--- src/m92_params.svh ---
`ifndef M92_PARAMS_SVH
`define M92_PARAMS_SVH

// ======================================================================
// CPU side address map
// ======================================================================

`define M92_ADDR_W          20                  // V30 physical address width
`define M92_SDR_ADDR_W      25                  // SDRAM word address width

`define M92_ROM_END         20'hC0000           // First address past the program ROM
`define M92_RAM_LO_BASE     20'hE0000           // Work RAM, default board wiring
`define M92_RAM_HI_BASE     20'hF0000           // Work RAM, boards with RAM at F0000
`define M92_RAM_SIZE        20'h10000           // 64 KB work RAM window

// Video control latch occupies one word
`define M92_VIDCTRL_ADDR    20'hF9800

// ======================================================================
// SDRAM layout, word offsets
// ======================================================================

// ROM starts at word 0, work RAM follows at 1M words
`define M92_SDR_RAM_BASE    25'h100000

`endif

--- src/m92_board_pkg.sv ---
package m92_board_pkg;

    // ==================================================================
    // Board configuration
    // ==================================================================

    // Per-game strapping, set from the loader before reset is released
    typedef struct packed {
        logic ram_high;                 // Work RAM at F0000 instead of E0000
    } board_cfg_t;

    // ==================================================================
    // Address regions seen by the main CPU
    // ==================================================================

    typedef enum logic [1:0] {
        REGION_SDRAM   = 2'd0,          // ROM or work RAM, served from SDRAM
        REGION_VIDCTRL = 2'd1,          // Video control latch
        REGION_IO      = 2'd2,          // I/O space, switches and flags
        REGION_OPEN    = 2'd3           // Nothing decodes, bus floats high
    } region_t;

endpackage

--- src/m92_bus_pkg.sv ---
`include "m92_params.svh"

package m92_bus_pkg;

    import m92_board_pkg::region_t;

    typedef logic [`M92_ADDR_W-1:0]     cpu_addr_t;
    typedef logic [`M92_SDR_ADDR_W-1:0] sdr_addr_t;

    // ==================================================================
    // CPU request and response
    // ==================================================================

    // One bus cycle as issued by the CPU, byte address and raw data
    typedef struct packed {
        cpu_addr_t   addr;
        logic [15:0] wdata;
        logic [1:0]  byte_sel;          // Bit 1 high byte, bit 0 low byte
        logic        write;
        logic        io;                // I/O space, port in addr[7:0]
    } cpu_req_t;

    typedef struct packed {
        logic [15:0] rdata;             // Zero for writes
    } cpu_rsp_t;

    // ==================================================================
    // Decoded access, input of the execute stage
    // ==================================================================

    // Data and lanes are already moved to word position
    typedef struct packed {
        region_t     region;
        sdr_addr_t   sdr_addr;
        logic        writable;
        logic [15:0] word_data;
        logic [1:0]  lane_sel;
        logic        odd;               // Byte address was odd
        logic        write;
        logic [7:0]  io_port;
    } bus_access_t;

endpackage

--- src/m92_addr_decode.sv ---
`timescale 1ns/10ps
`include "m92_params.svh"

module m92_addr_decode (
    input  m92_bus_pkg::cpu_req_t     req,
    input  m92_board_pkg::board_cfg_t board_cfg,
    output m92_bus_pkg::bus_access_t  access
);

    import m92_board_pkg::*;
    import m92_bus_pkg::*;

    cpu_addr_t word_addr;
    cpu_addr_t ram_base;
    cpu_addr_t ram_offset;
    logic      in_rom;
    logic      in_ram;
    logic      in_vidctrl;

    // ==================================================================
    // Window compares
    // ==================================================================

    assign word_addr  = {req.addr[`M92_ADDR_W-1:1], 1'b0};
    assign ram_base   = board_cfg.ram_high ? `M92_RAM_HI_BASE : `M92_RAM_LO_BASE;

    // Below the base this wraps to a large value and misses the window
    assign ram_offset = req.addr - ram_base;

    assign in_rom     = req.addr < `M92_ROM_END;
    assign in_ram     = ram_offset < `M92_RAM_SIZE;
    assign in_vidctrl = word_addr == `M92_VIDCTRL_ADDR;

    // ==================================================================
    // Region select and lane steering
    // ==================================================================

    always_comb begin
        access.odd      = req.addr[0];
        access.write    = req.write;
        access.io_port  = req.addr[7:0];

        // Odd byte rides in the high lane of the word
        if (req.addr[0]) begin
            access.word_data = {req.wdata[7:0], 8'h00};
            access.lane_sel  = {req.byte_sel[0], 1'b0};
        end else begin
            access.word_data = req.wdata;
            access.lane_sel  = req.byte_sel;
        end

        access.region   = REGION_OPEN;
        access.sdr_addr = '0;
        access.writable = 1'b0;

        if (req.io) begin
            access.region   = REGION_IO;
            access.writable = 1'b1;
        end else if (in_vidctrl) begin
            // Wins over the high RAM window it sits inside
            access.region   = REGION_VIDCTRL;
            access.writable = 1'b1;
        end else if (in_rom) begin
            access.region   = REGION_SDRAM;          // Read only
            access.sdr_addr = sdr_addr_t'(req.addr[`M92_ADDR_W-1:1]);
        end else if (in_ram) begin
            access.region   = REGION_SDRAM;
            access.sdr_addr = `M92_SDR_RAM_BASE
                            + sdr_addr_t'(ram_offset[`M92_ADDR_W-1:1]);
            access.writable = 1'b1;
        end
    end

endmodule

--- src/m92_bus_stage.sv ---
`timescale 1ns/10ps

module m92_bus_stage #(
    parameter type payload_t = logic [15:0]
) (
    input  logic     CLK_32M,
    input  logic     reset_n,

    input  logic     in_valid,
    output logic     in_ready,
    input  payload_t in_data,

    output logic     out_valid,
    input  logic     out_ready,
    output payload_t out_data
);

    logic     full;
    payload_t data_q;

    // Refill in the same cycle the consumer drains us
    assign in_ready  = ~full | out_ready;
    assign out_valid = full;
    assign out_data  = data_q;

    always_ff @(posedge CLK_32M or negedge reset_n) begin
        if (!reset_n) begin
            full <= 1'b0;
        end else if (in_ready) begin
            full <= in_valid;
        end
    end

    always_ff @(posedge CLK_32M) begin
        if (in_valid && in_ready) begin
            data_q <= in_data;
        end
    end

endmodule

--- src/m92_cpu_bus.sv ---
`timescale 1ns/10ps
`include "m92_params.svh"

module m92_cpu_bus (
    input  logic                       CLK_32M,
    input  logic                       reset_n,
    input  m92_board_pkg::board_cfg_t  board_cfg,

    input  logic                       req_valid,
    output logic                       req_ready,
    input  m92_bus_pkg::cpu_req_t      req,

    output logic                       rsp_valid,
    input  logic                       rsp_ready,
    output m92_bus_pkg::cpu_rsp_t      rsp,

    output logic [`M92_SDR_ADDR_W-1:0] sdr_addr,
    output logic [15:0]                sdr_din,
    output logic [1:0]                 sdr_wr_sel,
    output logic                       sdr_req,
    input  logic [15:0]                sdr_dout,
    input  logic                       sdr_rdy,

    input  logic [3:0]                 p1_joystick,
    input  logic [3:0]                 p1_buttons,
    input  logic [3:0]                 p2_joystick,
    input  logic [3:0]                 p2_buttons,
    input  logic [1:0]                 coin,
    input  logic [1:0]                 start_buttons,
    input  logic [15:0]                dip_sw,

    input  logic                       dbg_io_write,
    input  logic [7:0]                 dbg_io_data,
    output logic                       dbg_io_wait,

    output logic [7:0]                 sys_flags,
    output logic [15:0]                vid_ctrl
);

    import m92_bus_pkg::*;

    cpu_req_t    req_q;
    logic        req_q_valid;
    logic        req_q_ready;
    bus_access_t access;
    logic        exe_valid;
    logic        exe_ready;
    logic [15:0] exe_word;
    logic        exe_odd;
    logic        exe_io;

    // ==================================================================
    // Request register, decode, execute, result
    // ==================================================================

    m92_bus_stage #(
        .payload_t (cpu_req_t)
    ) u_req_stage (
        .CLK_32M   (CLK_32M),
        .reset_n   (reset_n),
        .in_valid  (req_valid),
        .in_ready  (req_ready),
        .in_data   (req),
        .out_valid (req_q_valid),
        .out_ready (req_q_ready),
        .out_data  (req_q)
    );

    m92_addr_decode u_decode (
        .req       (req_q),
        .board_cfg (board_cfg),
        .access    (access)
    );

    m92_mem_execute u_execute (
        .CLK_32M       (CLK_32M),
        .reset_n       (reset_n),
        .in_valid      (req_q_valid),
        .in_ready      (req_q_ready),
        .access        (access),
        .out_valid     (exe_valid),
        .out_ready     (exe_ready),
        .out_word      (exe_word),
        .out_odd       (exe_odd),
        .out_io        (exe_io),
        .sdr_addr      (sdr_addr),
        .sdr_din       (sdr_din),
        .sdr_wr_sel    (sdr_wr_sel),
        .sdr_req       (sdr_req),
        .sdr_dout      (sdr_dout),
        .sdr_rdy       (sdr_rdy),
        .p1_joystick   (p1_joystick),
        .p1_buttons    (p1_buttons),
        .p2_joystick   (p2_joystick),
        .p2_buttons    (p2_buttons),
        .coin          (coin),
        .start_buttons (start_buttons),
        .dip_sw        (dip_sw),
        .dbg_io_write  (dbg_io_write),
        .dbg_io_data   (dbg_io_data),
        .dbg_io_wait   (dbg_io_wait),
        .sys_flags     (sys_flags),
        .vid_ctrl      (vid_ctrl)
    );

    m92_read_result u_result (
        .CLK_32M   (CLK_32M),
        .reset_n   (reset_n),
        .in_valid  (exe_valid),
        .in_ready  (exe_ready),
        .in_word   (exe_word),
        .in_odd    (exe_odd),
        .in_io     (exe_io),
        .rsp_valid (rsp_valid),
        .rsp_ready (rsp_ready),
        .rsp       (rsp)
    );

endmodule

--- src/m92_mem_execute.sv ---
`timescale 1ns/10ps
`include "m92_params.svh"

module m92_mem_execute (
    input  logic                       CLK_32M,
    input  logic                       reset_n,

    input  logic                       in_valid,
    output logic                       in_ready,
    input  m92_bus_pkg::bus_access_t   access,

    output logic                       out_valid,
    input  logic                       out_ready,
    output logic [15:0]                out_word,
    output logic                       out_odd,
    output logic                       out_io,

    output logic [`M92_SDR_ADDR_W-1:0] sdr_addr,
    output logic [15:0]                sdr_din,
    output logic [1:0]                 sdr_wr_sel,
    output logic                       sdr_req,
    input  logic [15:0]                sdr_dout,
    input  logic                       sdr_rdy,

    input  logic [3:0]                 p1_joystick,
    input  logic [3:0]                 p1_buttons,
    input  logic [3:0]                 p2_joystick,
    input  logic [3:0]                 p2_buttons,
    input  logic [1:0]                 coin,
    input  logic [1:0]                 start_buttons,
    input  logic [15:0]                dip_sw,

    input  logic                       dbg_io_write,
    input  logic [7:0]                 dbg_io_data,
    output logic                       dbg_io_wait,

    output logic [7:0]                 sys_flags,
    output logic [15:0]                vid_ctrl
);

    import m92_board_pkg::*;

    typedef enum logic [1:0] {
        ST_IDLE,
        ST_SDR_WAIT,
        ST_HOLD
    } state_t;

    state_t      state;
    logic        take;
    logic        is_sdr;
    logic        is_io;
    logic        wr_ok;
    logic [7:0]  dbg_latch;
    logic [15:0] io_word;
    logic [15:0] local_word;
    logic [15:0] res_word;
    logic        res_odd;
    logic        res_io;
    logic        res_write;

    assign in_ready  = (state == ST_IDLE) || (state == ST_HOLD && out_ready);
    assign take      = in_valid && in_ready;
    assign is_sdr    = access.region == REGION_SDRAM;
    assign is_io     = access.region == REGION_IO;
    assign wr_ok     = access.write && access.writable;

    assign out_valid = state == ST_HOLD;
    assign out_word  = res_word;
    assign out_odd   = res_odd;
    assign out_io    = res_io;

    // ==================================================================
    // Local read data
    // ==================================================================

    always_comb begin
        case ({access.io_port[7:1], 1'b0})
            8'h00:   io_word = {p2_buttons, p2_joystick, p1_buttons, p1_joystick};
            8'h02:   io_word = {8'hff, 1'b1, 3'b111, coin, start_buttons}; // No DMA, always idle
            8'h04:   io_word = dip_sw;
            8'h06:   io_word = {dbg_latch, dbg_latch};
            default: io_word = 16'hffff;
        endcase

        if (access.write)
            local_word = 16'h0000;
        else if (is_io)
            local_word = io_word;
        else
            local_word = 16'hffff;                  // Video control is write only
    end

    // ==================================================================
    // Access FSM
    // ==================================================================

    always_ff @(posedge CLK_32M or negedge reset_n) begin
        if (!reset_n) begin
            state   <= ST_IDLE;
            sdr_req <= 1'b0;
        end else begin
            sdr_req <= 1'b0;                        // Single cycle pulse
            case (state)
                ST_IDLE, ST_HOLD: begin
                    if (take && is_sdr) begin
                        state   <= ST_SDR_WAIT;
                        sdr_req <= 1'b1;
                    end else if (take) begin
                        state <= ST_HOLD;
                    end else if (state == ST_HOLD && out_ready) begin
                        state <= ST_IDLE;
                    end
                end
                ST_SDR_WAIT: begin
                    if (sdr_rdy) state <= ST_HOLD;
                end
                default: state <= ST_IDLE;
            endcase
        end
    end

    always_ff @(posedge CLK_32M) begin
        if (take) begin
            res_odd   <= access.odd;
            res_io    <= is_io;
            res_write <= access.write;
            res_word  <= local_word;
            if (is_sdr) begin
                sdr_addr   <= access.sdr_addr;
                sdr_din    <= access.word_data;
                sdr_wr_sel <= wr_ok ? access.lane_sel : 2'b00; // ROM writes become reads
            end
        end else if (state == ST_SDR_WAIT && sdr_rdy) begin
            res_word <= res_write ? 16'h0000 : sdr_dout;
        end
    end

    // ==================================================================
    // Board registers
    // ==================================================================

    always_ff @(posedge CLK_32M or negedge reset_n) begin
        if (!reset_n) begin
            sys_flags   <= 8'h00;
            vid_ctrl    <= 16'h0000;
            dbg_latch   <= 8'hff;
            dbg_io_wait <= 1'b0;
        end else begin
            if (take && wr_ok && is_io && access.io_port == 8'h02)
                sys_flags <= access.word_data[7:0];
            if (take && wr_ok && access.region == REGION_VIDCTRL)
                vid_ctrl <= access.word_data;

            // Debugger handshake, host write wins over a CPU read
            if (take && is_io && !access.write && access.io_port == 8'h06)
                dbg_io_wait <= 1'b0;
            if (dbg_io_write) begin
                dbg_io_wait <= 1'b1;
                dbg_latch   <= dbg_io_data;
            end
        end
    end

endmodule

--- src/m92_read_result.sv ---
`timescale 1ns/10ps

module m92_read_result (
    input  logic                  CLK_32M,
    input  logic                  reset_n,

    input  logic                  in_valid,
    output logic                  in_ready,
    input  logic [15:0]           in_word,
    input  logic                  in_odd,
    input  logic                  in_io,

    output logic                  rsp_valid,
    input  logic                  rsp_ready,
    output m92_bus_pkg::cpu_rsp_t rsp
);

    import m92_bus_pkg::*;

    cpu_rsp_t shuffled;

    // Byte returned to the CPU always lands in the low lane
    function automatic logic [15:0] lane_return(
        input logic [15:0] word,
        input logic        odd,
        input logic        io
    );
        if (odd)
            lane_return = {8'h00, word[15:8]};
        else if (io)
            lane_return = {8'h00, word[7:0]};     // Ports are byte wide
        else
            lane_return = word;
    endfunction

    always_comb begin
        shuffled.rdata = lane_return(in_word, in_odd, in_io);
    end

    m92_bus_stage #(
        .payload_t (cpu_rsp_t)
    ) u_rsp_stage (
        .CLK_32M   (CLK_32M),
        .reset_n   (reset_n),
        .in_valid  (in_valid),
        .in_ready  (in_ready),
        .in_data   (shuffled),
        .out_valid (rsp_valid),
        .out_ready (rsp_ready),
        .out_data  (rsp)
    );

endmodule

--- config.mk ---
export PLATFORM = sky130hd
export DESIGN_NAME = m92_cpu_bus
export DESIGN_NICKNAME = d
export VERILOG_FILES = /design/src/m92_board_pkg.sv /design/src/m92_bus_pkg.sv /design/src/m92_addr_decode.sv /design/src/m92_bus_stage.sv /design/src/m92_cpu_bus.sv /design/src/m92_mem_execute.sv /design/src/m92_read_result.sv
export VERILOG_INCLUDE_DIRS = /design/src
export SDC_FILE = /design/constraint.sdc
export NUM_CORES = 1
export LEC_CHECK = 0
export BUFFER_PORTS_ARGS = -buffer_cell sky130_fd_sc_hd__buf_2
export CORE_AREA = 2 2 114 116
export DETAILED_ROUTE_END_ITERATION = 10
export DIE_AREA = 0 0 116 118
export MAX_ROUTING_LAYER = met4
export PLACE_DENSITY = 0.77
export SYNTH_ARGS = -nofsm -noshare
export SYNTH_HDL_FRONTEND = slang
export SYNTH_SLANG_ARGS = --single-unit
--- constraint.sdc ---
create_clock -name CLK_32M -period 6.49 [get_ports CLK_32M]
set_input_delay 1.298 -clock CLK_32M [delete_from_list [all_inputs] [get_ports CLK_32M]]
set_output_delay 1.298 -clock CLK_32M [all_outputs]
set_load 0.005 [all_outputs]
* Word-level counts from Yosys, hierarchy flattened *
Index checks and enable logic that the tools add are counted.

word-level totals
  register bits after elaboration = 156
  output and inout port bits = 87
  word-level logic and storage cells = 98

cells by class
  add/sub/neg operators = 2
  $lt $le $gt $ge = 2
  eq/ne operators = 12
  muxes and demuxes = 25
  bitwise operators = 6
  reduce and logical (&&, ||, !) cells = 27

operators by type and width
  kind                                                           number
  two-way mux 16 bit                                             5
  one-hot mux 16 bit (4 select lines)                            1
  two-way mux 28 bit                                             1
  two-way mux 27 bit                                             1
  adder 21 x 19 -> 22 bit (first input constant)                 1
  less-than comparator 20 x 17 -> 1 bit (second input constant)  1
  less-than comparator 20 bit (second input constant)            1
  subtractor 20 bit                                              1
  == test 19 bit (second input constant)                         1
  two-way mux 18 bit                                             1
  two-way mux 17 bit                                             1
  == test 7 x 2 -> 1 bit (second input constant)                 2
  logical AND 1 bit                                              13
  two-way mux 2 bit                                              6
  == test 8 x 2 -> 1 bit (second input constant)                 1
  == test 8 x 3 -> 1 bit (second input constant)                 1
  two-way mux 8 bit                                              1
  OR reduction 2 bit                                             4
  == test 7 x 1 -> 1 bit (second input constant)                 1
  zero test 7 bit                                                1
  two-way mux 1 bit                                              7
  == test 2 x 1 -> 1 bit (second input constant)                 2
  == test 2 bit (second input constant)                          2
  zero test 2 bit                                                2
  other kinds (10)                                               16

* Logic depth before layout (Yosys ltp) *
Gate-level depths: netlist of the first run.

  word-level depth = 13
  gate-level depth with buffers = 9
  gate-level depth less buffers = 9

* Modules after synthesis *
From an unflattened synthesis of the first run, not the netlist that was laid out.

unflattened totals
  cell total of the unflattened synthesis = 408
  area, all modules = 6561.3 µm²

by module, submodules not included
  module                                instances  cells each  area an instance (µm²)
  m92_mem_execute                       1          239         3917.5
  m92_bus_stage (u_req_stage)           1          44          1255.0
  m92_addr_decode                       1          86          666.9
  m92_bus_stage (u_result.u_rsp_stage)  1          20          534.3
  m92_read_result                       1          19          187.7

* Least setup slack after synthesis of the first run *
OpenSTA, ideal clock, no wires.

  kind = input port to flip-flop
  start point = in board_cfg
  end point = reg u_execute.sdr_addr[0] (enable)
  arrival time = 4.824 ns
  data required time = 6.005 ns
  setup slack = 1.181 ns
  cell stages on the path = 5
  path buffers = 0
  path through = ha_1 inv_1 ha_1 o311a_1 nor3_1

between the ends
  longest elaborated chain between the ends = 9

ends and longest elaborated chain
  what                                                    line                    text
  start, declared                                         m92_cpu_bus.sv:7        input m92_board_pkg::board_cfg_t board_cfg,
  two-way mux 17 bit (no source line)                     n/a
  subtractor 20 bit                                       m92_addr_decode.sv:28   assign ram_offset = req.addr - ram_base;
  less-than comparator 20 x 17 -> 1 bit (no source line)  n/a
  two-way mux 28 bit                                      m92_addr_decode.sv:66   end else if (in_ram) begin
  two-way mux 27 bit                                      m92_addr_decode.sv:63   end else if (in_rom) begin
  two-way mux 2 bit                                       m92_addr_decode.sv:59   end else if (in_vidctrl) begin
  two-way mux 2 bit                                       m92_addr_decode.sv:56   if (req.io) begin
  zero test 2 bit                                         m92_mem_execute.sv:64   assign is_sdr = access.region == REGION_SDRAM;
  AND reduction 2 bit (no source line)                    n/a
  end signal, assigned                                    m92_mem_execute.sv:130  sdr_addr <= access.sdr_addr;
  end, declared                                           m92_mem_execute.sv:18   output logic [`M92_SDR_ADDR_W-1:0] sdr_addr,

Every way passes these cells.
A chain may end at the register's enable or synchronous reset.

* Worst setup path after layout of the first run *
  start point = in rsp_ready
  end point = out req_ready

between the ends
  longest elaborated chain between the ends = 4

ends and longest elaborated chain
  what               line                   text
  start, declared    m92_cpu_bus.sv:14      input logic rsp_ready,
  OR 1 bit           m92_bus_stage.sv:22    assign in_ready = ~full | out_ready;
  logical AND 1 bit  m92_mem_execute.sv:62  assign in_ready = (state == ST_IDLE) || (state == ST_HOLD && out_ready);
  logical OR 1 bit   m92_mem_execute.sv:62
  OR 1 bit           m92_bus_stage.sv:22
  end, declared      m92_cpu_bus.sv:10      output logic req_ready,

Every way passes these cells.

==> results of run 1 <==
## routing by layer
metal	GRT usage (%)	vias up	part of all wire, %
li1	-	1876	-
met1	25.1	1944	40
met2	33.6	167	51
met3	6.95	15	8.2
met4	6.70	0	1.3
met5	-	-	0
## placed cells by master, fill, tap and decap left out, types with 9 or more instances in the layout
master,count
nand2_1,17
clkbuf_16,17
o21ai_0,23
nor2b_1,9
mux2_2,48
dfrtp_1,30
and2_1,28
mux2i_1,17
buf_2,188
edfxtp_1,113
## report_power, final
group	internal (mW)	switching (mW)	total, mW
clock network	0.575	0.358	0.933
registers	1.33	0.0909	1.42
logic	0.213	0.284	0.497
## worst max-delay path: cells and delay by family
kind | cells | cell delay (ns)
AOI/OAI and AO/OA | 1 | 0.43
buffers and inverters | 2 | 0.30
and+or+nand+nor | 1 | 0.23
## worst paths after layout
path	startpoint	to	slack [ns]
max in group asynchronous	reset_n	u_execute.dbg_io_wait$_DFFE_PN0P_	4.92
max	rsp_ready	req_ready	2.93
min reg2reg	u_execute.vid_ctrl[9]$_DFFE_PN0P_	u_execute.vid_ctrl[9]$_DFFE_PN0P_	0.50
min	u_execute.vid_ctrl[9]$_DFFE_PN0P_	u_execute.vid_ctrl[9]$_DFFE_PN0P_	0.50
min in group asynchronous	reset_n	u_execute.vid_ctrl[0]$_DFFE_PN0P_	1.01
max reg2reg	u_req_stage.out_data[21]$_DFFE_PP_	u_execute.vid_ctrl[1]$_DFFE_PN0P_	3.57
## sequential cells by signal, summed over array words and instances (netlist names)
signal / flops
u_execute.dbg_io_wait: 1
u_execute.dbg_latch: 8
u_execute.out_io: 1
u_execute.out_odd: 1
u_execute.out_word: 16
u_execute.res_write: 1
u_execute.sdr_addr: 20
u_execute.sdr_din: 16
u_execute.sdr_req: 1
u_execute.sdr_wr_sel: 2
u_execute.state: 2
u_execute.sys_flags: 8
u_execute.vid_ctrl: 16
u_req_stage.out_data: 40
u_req_stage.out_valid: 1
u_result.u_rsp_stage.out_data: 16
u_result.u_rsp_stage.out_valid: 1
## area by class of cell
type / count / area, sq um / share of cell area [%]
inverter: 8 / 30.0 / 0.381
tap: 172 / 215 / 2.73
multi-input combinational: 223 / 1730 / 21.9
sequential: 151 / 4350 / 55.3
clock buffer: 24 / 502 / 6.37
timing repair buffer: 192 / 971 / 12.3
clock inverter: 8 / 72.6 / 0.922
## cells by family after synthesis
family,after synthesis,share of synthesized area [%]
DFF,151,70.2
and+or+nand+nor,100,10.3
muxes,65,11.5
AOI/OAI and AO/OA,51,5.33
buffers and inverters,29,2.22
adders and majority gates,2,0.404
other,1,0.0605
## metrics by stage
stage                     instances  hold slack [ns]  power, mW  setup WS, ns  instance area, sq um
after floorplan                 403            0.424       1.71          1.18                  6210
after global placement          746            0.487       1.90          2.99                  7300
after detailed placement        746            0.492       1.93          2.86                  7300
after CTS                       778            0.505       2.87          2.97                  7870
after global routing            778            0.527       2.98          2.89                  7870
final                           778            0.502       2.85          2.93                  7870
==> flow_metrics.tcl, run 1 <==
set metrics [dict create \
    clkSinkCount 151 \
    design.core.area_sq_um 12400 \
    cp_cell_sequence "buf_2 -> and3b_1 -> o21ai_0 -> buf_2" \
    ant_nets 0 \
    ys_warn_count 0 \
    max_freq_mhz 281 \
    synth_area_leader_cell "edfxtp_1" \
    clock_latency_ns 0.42 \
    root_buffer "clkbuf_16" \
    ys_seq_area_share_pct 70.2 \
    critPathMaxFanout 5 \
    vias 4002 \
    whs_path_depth 1 \
    cts_hold_buf 0 \
    synth_area_leaders "edfxtp_1, dfrtp_1, mux2_2" \
    nFillCells 954 \
    antenna_found_initial 0 \
    slowest_stage "o21ai_0" \
    cts_setup_buffers 0 \
    tightest_slew_ns 1.15 \
    ys_ff_latch 151 \
    htreeDepth 4 \
    synthArstFlopShare_pct 25.2 \
    portBuffers 188 \
    setup_viol 0 \
    post-route-min-period_ns 3.56 \
    die_h_um 118 \
    synth_flop_cell "edfxtp_1" \
    p_per_area_nw_per_um2 362 \
    final_nets 702 \
    critPathMaxStageDelay_ns 0.43 \
    rows 41 \
    finalClockSkew_ns 0.0138 \
    ios 194 \
    synth_common_cells "edfxtp_1, mux2_2, dfrtp_1" \
    synth_edf_count 113 \
    dieArea_sq_um 13700 \
    finalCritPeriodShare_pct 54.9 \
    finalHoldViolCount 0 \
    crit_type "input port to primary output" \
    min_path_type "register to register" \
    cts-resized-gates 0 \
    grt_usage_pct 21.0 \
    slew-limit-headroom_pct 22.6 \
    grt_pass1_wl_mm 20.8 \
    die_w_um 116 \
    wl_per_cell_um 17.3 \
    synth_cell_types 41 \
    drt_iter0_drc 239 \
    cts_tree "built" \
    cts.clk_slew.worst_paths_ns 0.06 \
    critical_path_required_ns 5.19 \
    setup_tns_ns 0 \
    syn_inst 399 \
    critPathLaunchType "input port" \
    drv_slew 0 \
    reg2reg_depth 5 \
    drive_gt1_share_pct 47.9 \
    status "finished, final reports clean" \
    utilization_pct 63.4 \
    syn_to_final_growth_pct 27.0 \
    cts_inserted_buffers 17 \
    grt_pass1_vias 4085 \
    yosysMostFrequentCell "edfxtp_1" \
    cp_common_cell "buf_2" \
    endpoint_kind "primary output" \
    clockBufferDepth 2 \
    avgViaCountPerCell 5.14 \
    grt_overflow 0 \
    initial_core_util_pct 49.9 \
    syn-cell-area_sq_um 6200 \
    hpwl_mm 10.0 \
    synth_top_area_share_pct 54.7 \
    first_pass_iters 4 \
    gp_congestion 0.891 \
    cap_violations 0 \
    worstPathArrival_ns 2.27 \
    routed_wl_mm 13.5 \
    rsz0062_at_grt "false" \
    antenna_cells 0 \
    route.detailed.drc 0 \
    max-vdd-ir-drop_uv 245 \
    power_leakage_nw 3.38 \
    grt_max_degree 41 \
    avgSynthCellArea_sq_um 15.5 \
]
(Power assumes the default switching activity.)
==> inputs of run 2 (changes only) <==
==> constraint.sdc (replaced) <==
create_clock -name CLK_32M -period 3.61 [get_ports CLK_32M]
set_input_delay 0.722 -clock CLK_32M [delete_from_list [all_inputs] [get_ports CLK_32M]]
set_output_delay 0.722 -clock CLK_32M [all_outputs]
set_load 0.005 [all_outputs]
==> run 2 against run 1 <==
Effect of this change: first-iteration DRC count decreased by 3.8%; sequential share of layout area fell by 0.42 points; global-route usage down 0.39 points; clock skew fell by 0.0068 ns; critical path depth is 5 higher; via count down 1.2%; final cell count rose by 0.64%; non-clock buffer count up 5; worst setup slack worse by 2.0 ns; sequential power rose by 77%; hold slack got worse by 0.078 ns.
==> flow_metrics.tcl, run 2 (synthesized netlist as in run 1, its figures left out) <==
set metrics [dict create \
    worstPathArrival_ns 2.99 \
    ant_nets 0 \
    grt_usage_pct 20.6 \
    status "finished, final reports clean" \
    design.core.area_sq_um 12400 \
    finalHoldViolCount 0 \
    crit_type "register to register" \
    cts_inserted_buffers 17 \
    largest_register_ffs 40 \
    ios 194 \
    clock_latency_ns 0.42 \
    portBuffers 188 \
    grt_max_degree 39 \
    antenna_cells 0 \
    final_nets 707 \
    p_per_area_nw_per_um2 655 \
    cts_tree "built" \
    cts_setup_buffers 0 \
    first_pass_iters 4 \
    critical_path_required_ns 3.91 \
    p_total_mw 5.20 \
    die_w_um 116 \
    grt_pass1_vias 4058 \
    nFillCells 961 \
    mostFrequentLayoutCells "buf_2, edfxtp_1, mux2_2, dfrtp_1, and2_1" \
    gp_congestion 0.877 \
    layout_commonest_cell "buf_2" \
    rows 41 \
    cts-resized-gates 0 \
    cap_violations 0 \
    routed_wl_mm 13.3 \
    max-vdd-ir-drop_uv 311 \
    avgViaCountPerCell 5.05 \
    cts_hold_buf 0 \
    rsz0062_at_grt "false" \
    antenna_found_initial 0 \
    initial_core_util_pct 49.9 \
    slew-limit-headroom_pct 41.9 \
    dieArea_sq_um 13700 \
    min_path_type "input port to asynchronous set/reset pin" \
    htreeDepth 4 \
    critPathMaxFanout 8 \
    hpwl_mm 9.77 \
    root_buffer "clkbuf_16" \
    grt_overflow 0 \
    post-route-min-period_ns 2.70 \
    die_h_um 118 \
    finalClockSkew_ns 0.00703 \
    grt_pass1_wl_mm 20.5 \
    drt_iter0_drc 230 \
    setup_tns_ns 0 \
    place_area_sq_um 7340 \
    multi_input_area_sq_um 1730 \
    wl_per_cell_um 17.0 \
    reg2reg_slack_ns 0.91 \
    setup_viol 0 \
    cts.clk_slew.worst_paths_ns 0.05 \
    critPathLaunchType "register" \
    vias 3955 \
    clkSinkCount 151 \
    tightest_slew_ns 0.872 \
    final_area_sq_um 7930 \
    clockBufferDepth 2 \
    syn_to_final_growth_pct 28.0 \
    regArea_sq_um 4350 \
    power_leakage_nw 3.42 \
    drv_slew 0 \
    endpoint_kind "register" \
    route.detailed.drc 0 \
    drive_gt1_share_pct 48.0 \
    max_freq_mhz 371 \
    finalCritPeriodShare_pct 74.7 \
]
run 2: cell types whose count changed in the layout (fill, tap and decap cells not counted), moves of 2 or more:
cell	change
bufinv_16	+2
buf_4	+5
clkinvlp_4	-2
clkbuf_8	-3
run 2: stage by stage:
stage | util (%) | worst slack [ns] | cells | hold slack, ns
2_1_floorplan | - | 0.0793 | 403 | 0.424
3_3_place_gp | 59.1 | 0.697 | 751 | 0.485
3_5_place_dp | 59.1 | 0.591 | 751 | 0.490
4_1_cts | 63.9 | 0.882 | 783 | 0.453
5_1_grt | 63.9 | 0.726 | 783 | 0.461
6_report | 63.9 | 0.914 | 783 | 0.424
run 2: layout make-up:
type	instances	share of cell area, %
Inverter	8	0.379
Sequential cell	151	54.9
Multi-Input combinational cell	223	21.9
Timing Repair Buffer	197	12.7
Clock inverter	10	1.59
Clock buffer	22	5.85
Tap cell	172	2.71
run 2: worst max-delay path, stage by stage, from the launching register on:
cell      delay, ns
edfxtp_1       0.37
inv_1          0.13
ha_1           0.21
inv_1          0.05
ha_1           0.30
nand4b_1       0.17
o21ai_0        0.29
a31oi_4        0.08
nor4_4         0.56
mux2_2         0.40
run 2: final timing paths:
check,to,cells past startpoint,startpoint
min reg2reg,u_execute.vid_ctrl[9]$_DFFE_PN0P_,1,u_execute.vid_ctrl[9]$_DFFE_PN0P_
min,u_execute.vid_ctrl[13]$_DFFE_PN0P_,1,reset_n
max in group asynchronous,u_execute.vid_ctrl[7]$_DFFE_PN0P_,1,reset_n
max reg2reg,u_execute.sys_flags[1]$_DFFE_PN0P_,9,u_req_stage.out_data[36]$_DFFE_PP_
max,u_execute.sys_flags[1]$_DFFE_PN0P_,9,u_req_stage.out_data[36]$_DFFE_PP_
min in group CLK_32M,u_req_stage.out_data[29]$_DFFE_PP_,1,req[29]
run 2: metal layers:
metal	global-route usage [%]	wire, um
met1	24.2	5360
met2	33.3	6720
met3	6.23	1070
met4	7.59	191
met5	-	0
run 2: power by group:
part / switching [mW] / internal, mW / total, mW / leakage, nW
clock network: 0.639 / 1.11 / 1.75 / 0.291
registers: 0.141 / 2.38 / 2.52 / 1.57
logic: 0.526 / 0.396 / 0.922 / 1.55
total: 1.31 / 3.89 / 5.20 / 3.42
==> inputs of run 3 (changes only) <==
--- a/config.mk
+++ b/config.mk
@@ -6,12 +6,13 @@
 export SDC_FILE = /design/constraint.sdc
 export NUM_CORES = 1
 export LEC_CHECK = 0
+export ABC_AREA = 1
 export BUFFER_PORTS_ARGS = -buffer_cell sky130_fd_sc_hd__buf_2
-export CORE_AREA = 2 2 114 116
+export CORE_AREA = 2 2 122 124
 export DETAILED_ROUTE_END_ITERATION = 10
-export DIE_AREA = 0 0 116 118
+export DIE_AREA = 0 0 124 126
 export MAX_ROUTING_LAYER = met4
-export PLACE_DENSITY = 0.77
+export PLACE_DENSITY = 0.74
 export SYNTH_ARGS = -nofsm -noshare
 export SYNTH_HDL_FRONTEND = slang
 export SYNTH_SLANG_ARGS = --single-unit
==> constraint.sdc (replaced) <==
create_clock -name CLK_32M -period 2.2 [get_ports CLK_32M]
set_input_delay 0.44 -clock CLK_32M [delete_from_list [all_inputs] [get_ports CLK_32M]]
set_output_delay 0.44 -clock CLK_32M [all_outputs]
set_load 0.005 [all_outputs]
==> run 3 against run 2 <==
Effect of this change: the run now ends with setup timing left; fmax grew 22%; hold slack lost 0.23 ns; via count grew 22%; largest cell class unchanged.
==> flow_metrics.tcl, run 3 <==
set metrics [dict create \
    status "finished, violations left" \
    violations "setup timing" \
    critPathLaunchType "register" \
    ant_nets 0 \
    grt_max_degree 35 \
    min_path_type "input port to register" \
    ios 194 \
    yosysMostFrequentCell "nand2_1" \
    min-delay-start "req[19]" \
    clkSinkCount 151 \
    placed_cells 975 \
    endpoint_kind "register" \
    synth_edf_count 113 \
    drv_slew 0 \
    synth_cell_types 32 \
    synth_flop_cell "edfxtp_1" \
    final_nets 925 \
    ys_ff_latch 151 \
    post-route-min-period_ns 2.21 \
    design.core.area_sq_um 14300 \
    antenna_found_initial 3 \
    finalClockSkew_ns 0.00986 \
    drt_iter0_drc 291 \
    htreeDepth 4 \
    initial_core_util_pct 45.7 \
    ys_seq_area_share_pct 66.5 \
    hold_ws_ns 0.189 \
    synth_common_cells "nand2_1, edfxtp_1, inv_1" \
    cap_violations 0 \
    worst_r2r_startpoint "u_req_stage.out_data[36]$_DFFE_PP_" \
    cts_inserted_buffers 17 \
    layout_commonest_cell "buf_2" \
    max-vdd-ir-drop_uv 530 \
    root_buffer "clkbuf_16" \
    portBuffers 188 \
    utilization_pct 59.3 \
    slew-limit-headroom_pct 63.6 \
    critical_path_required_ns 2.34 \
    cts_tree "built" \
    wl_per_cell_um 14.8 \
    grt_pass1_wl_mm 22.6 \
    ys_warn_count 0 \
    reg2reg_depth 12 \
    dieArea_sq_um 15600 \
    critPathMaxFanout 5 \
    p_total_mw 8.73 \
    syn_to_final_growth_pct 29.6 \
    first_pass_iters 5 \
    hpwl_mm 11.2 \
    die_h_um 126 \
    vias 4826 \
    worstPathArrival_ns 2.35 \
    gp_congestion 0.918 \
    fin_ws_ns -0.00677 \
    finalCritPeriodShare_pct 100 \
    grt_pass1_vias 4610 \
    grt_overflow 0 \
    p_per_area_nw_per_um2 1030 \
    rows 44 \
    avgViaCountPerCell 4.75 \
    drive_gt1_share_pct 38.5 \
    cts.clk_slew.worst_paths_ns 0.06 \
    crit_type "register to register" \
    whs_path_depth 1 \
    syn-cell-area_sq_um 6550 \
    route.detailed.drc 0 \
    cp-startpoint "u_req_stage.out_data[36]$_DFFE_PP_" \
    synth_top_area_share_pct 51.8 \
    setup_viol 18 \
    clockBufferDepth 2 \
    power_leakage_nw 3.90 \
    die_w_um 124 \
    finalHoldViolCount 0 \
    routed_wl_mm 15.0 \
    synth_area_leaders "edfxtp_1, dfrtp_1, nand2_1" \
    mostFrequentLayoutCells "buf_2, nand2_1, edfxtp_1, inv_1, nor2_1" \
    fin_cells 1016 \
    clock_latency_ns 0.42 \
    synthArstFlopShare_pct 25.2 \
    synth_area_leader_cell "edfxtp_1" \
    largest_register_ffs 40 \
    syn_inst 606 \
    avgSynthCellArea_sq_um 10.8 \
    grt_usage_pct 20.1 \
    reg2reg_slack_ns -0.007 \
    max_freq_mhz 453 \
    tightest_slew_ns 0.546 \
]
run 3: cell types whose count changed after synthesis, sizes merged, moves of 9 or more:
cell   before  now
nand3       5   40
nor2        6   64
and2       31    0
mux2       48    0
nor2b       9    0
inv         8   88
nand2      17  155
o21ai      23   60
mux2i      17    0
run 3: cell type report:
cell class | instances | area, sq um
timing repair buffer | 208 | 1160
multi-input combinational | 349 | 1780
tap | 184 | 230
clock inverter | 14 | 175
fill | 1226 | 5830
sequential | 151 | 4350
antenna | 3 | 7.51
clock buffer | 18 | 439
inverter | 89 | 334
run 3: repair_timing:
action,in CTS,in global routing
hold buffers,1,0
resized for setup,0,3
hold endpoints to repair,17,0
endpoints found under the setup margin,0,38
setup buffers,0,3
run 3: stage by stage:
step / setup TNS (ns) / instance area [sq um] / worst slack, ns
2_1_floorplan: -12.25 / 6590 / -0.322
3_3_place_gp: 0 / 7780 / 0.0768
3_5_place_dp: 0 / 7780 / 0.0433
4_1_cts: 0 / 8410 / 0.00961
5_1_grt: -2.41 / 8480 / -0.0779
6_report: -0.0388 / 8480 / -0.00677
run 3: layer usage:
metal | wire length [um] | GRT usage (%)
met1 | 6070 | 23.7
met3 | 1350 | 7.52
met4 | 323 | 8.26
met2 | 7270 | 31.2
met5 | 0 | -
run 3: kinds of logic after synthesis:
kind of cell / Yosys count / share of synthesized area [%]
simple gates: 275 / 19.2
fa+ha+maj: 2 / 0.382
compound gates: 67 / 6.52
other cells: 1 / 0.0573
buf+inv: 110 / 7.30
flops: 151 / 66.5
run 3: final timing paths:
kind                                                 endpoint
max reg2reg                    u_execute.sdr_din[6]$_DFFE_PP_
min in group asynchronous  u_execute.vid_ctrl[13]$_DFFE_PN0P_
min                        u_req_stage.out_data[19]$_DFFE_PP_
min reg2reg                u_execute.dbg_latch[1]$_DFFE_PN1P_
max in group asynchronous  u_execute.dbg_latch[2]$_DFFE_PN1P_
max                            u_execute.sdr_din[6]$_DFFE_PP_
run 3: where the power goes:
group	internal, mW	switching (mW)	leakage, nW
logic	0.613	1.08	2.04
registers	3.88	0.191	1.58
clock network	1.82	1.14	0.281
total	6.32	2.41	3.90
run 3: worst max-delay path: stages (launching register included):
cell	delay (ns)
edfxtp_1	0.40
inv_2	0.10
ha_4	0.14
inv_2	0.05
ha_4	0.21
inv_2	0.04
nand2_1	0.05
nor2_1	0.11
nand3_1	0.14
nand2_2	0.11
nand3_4	0.07
nor2_4	0.28
clkbuf_16	0.22
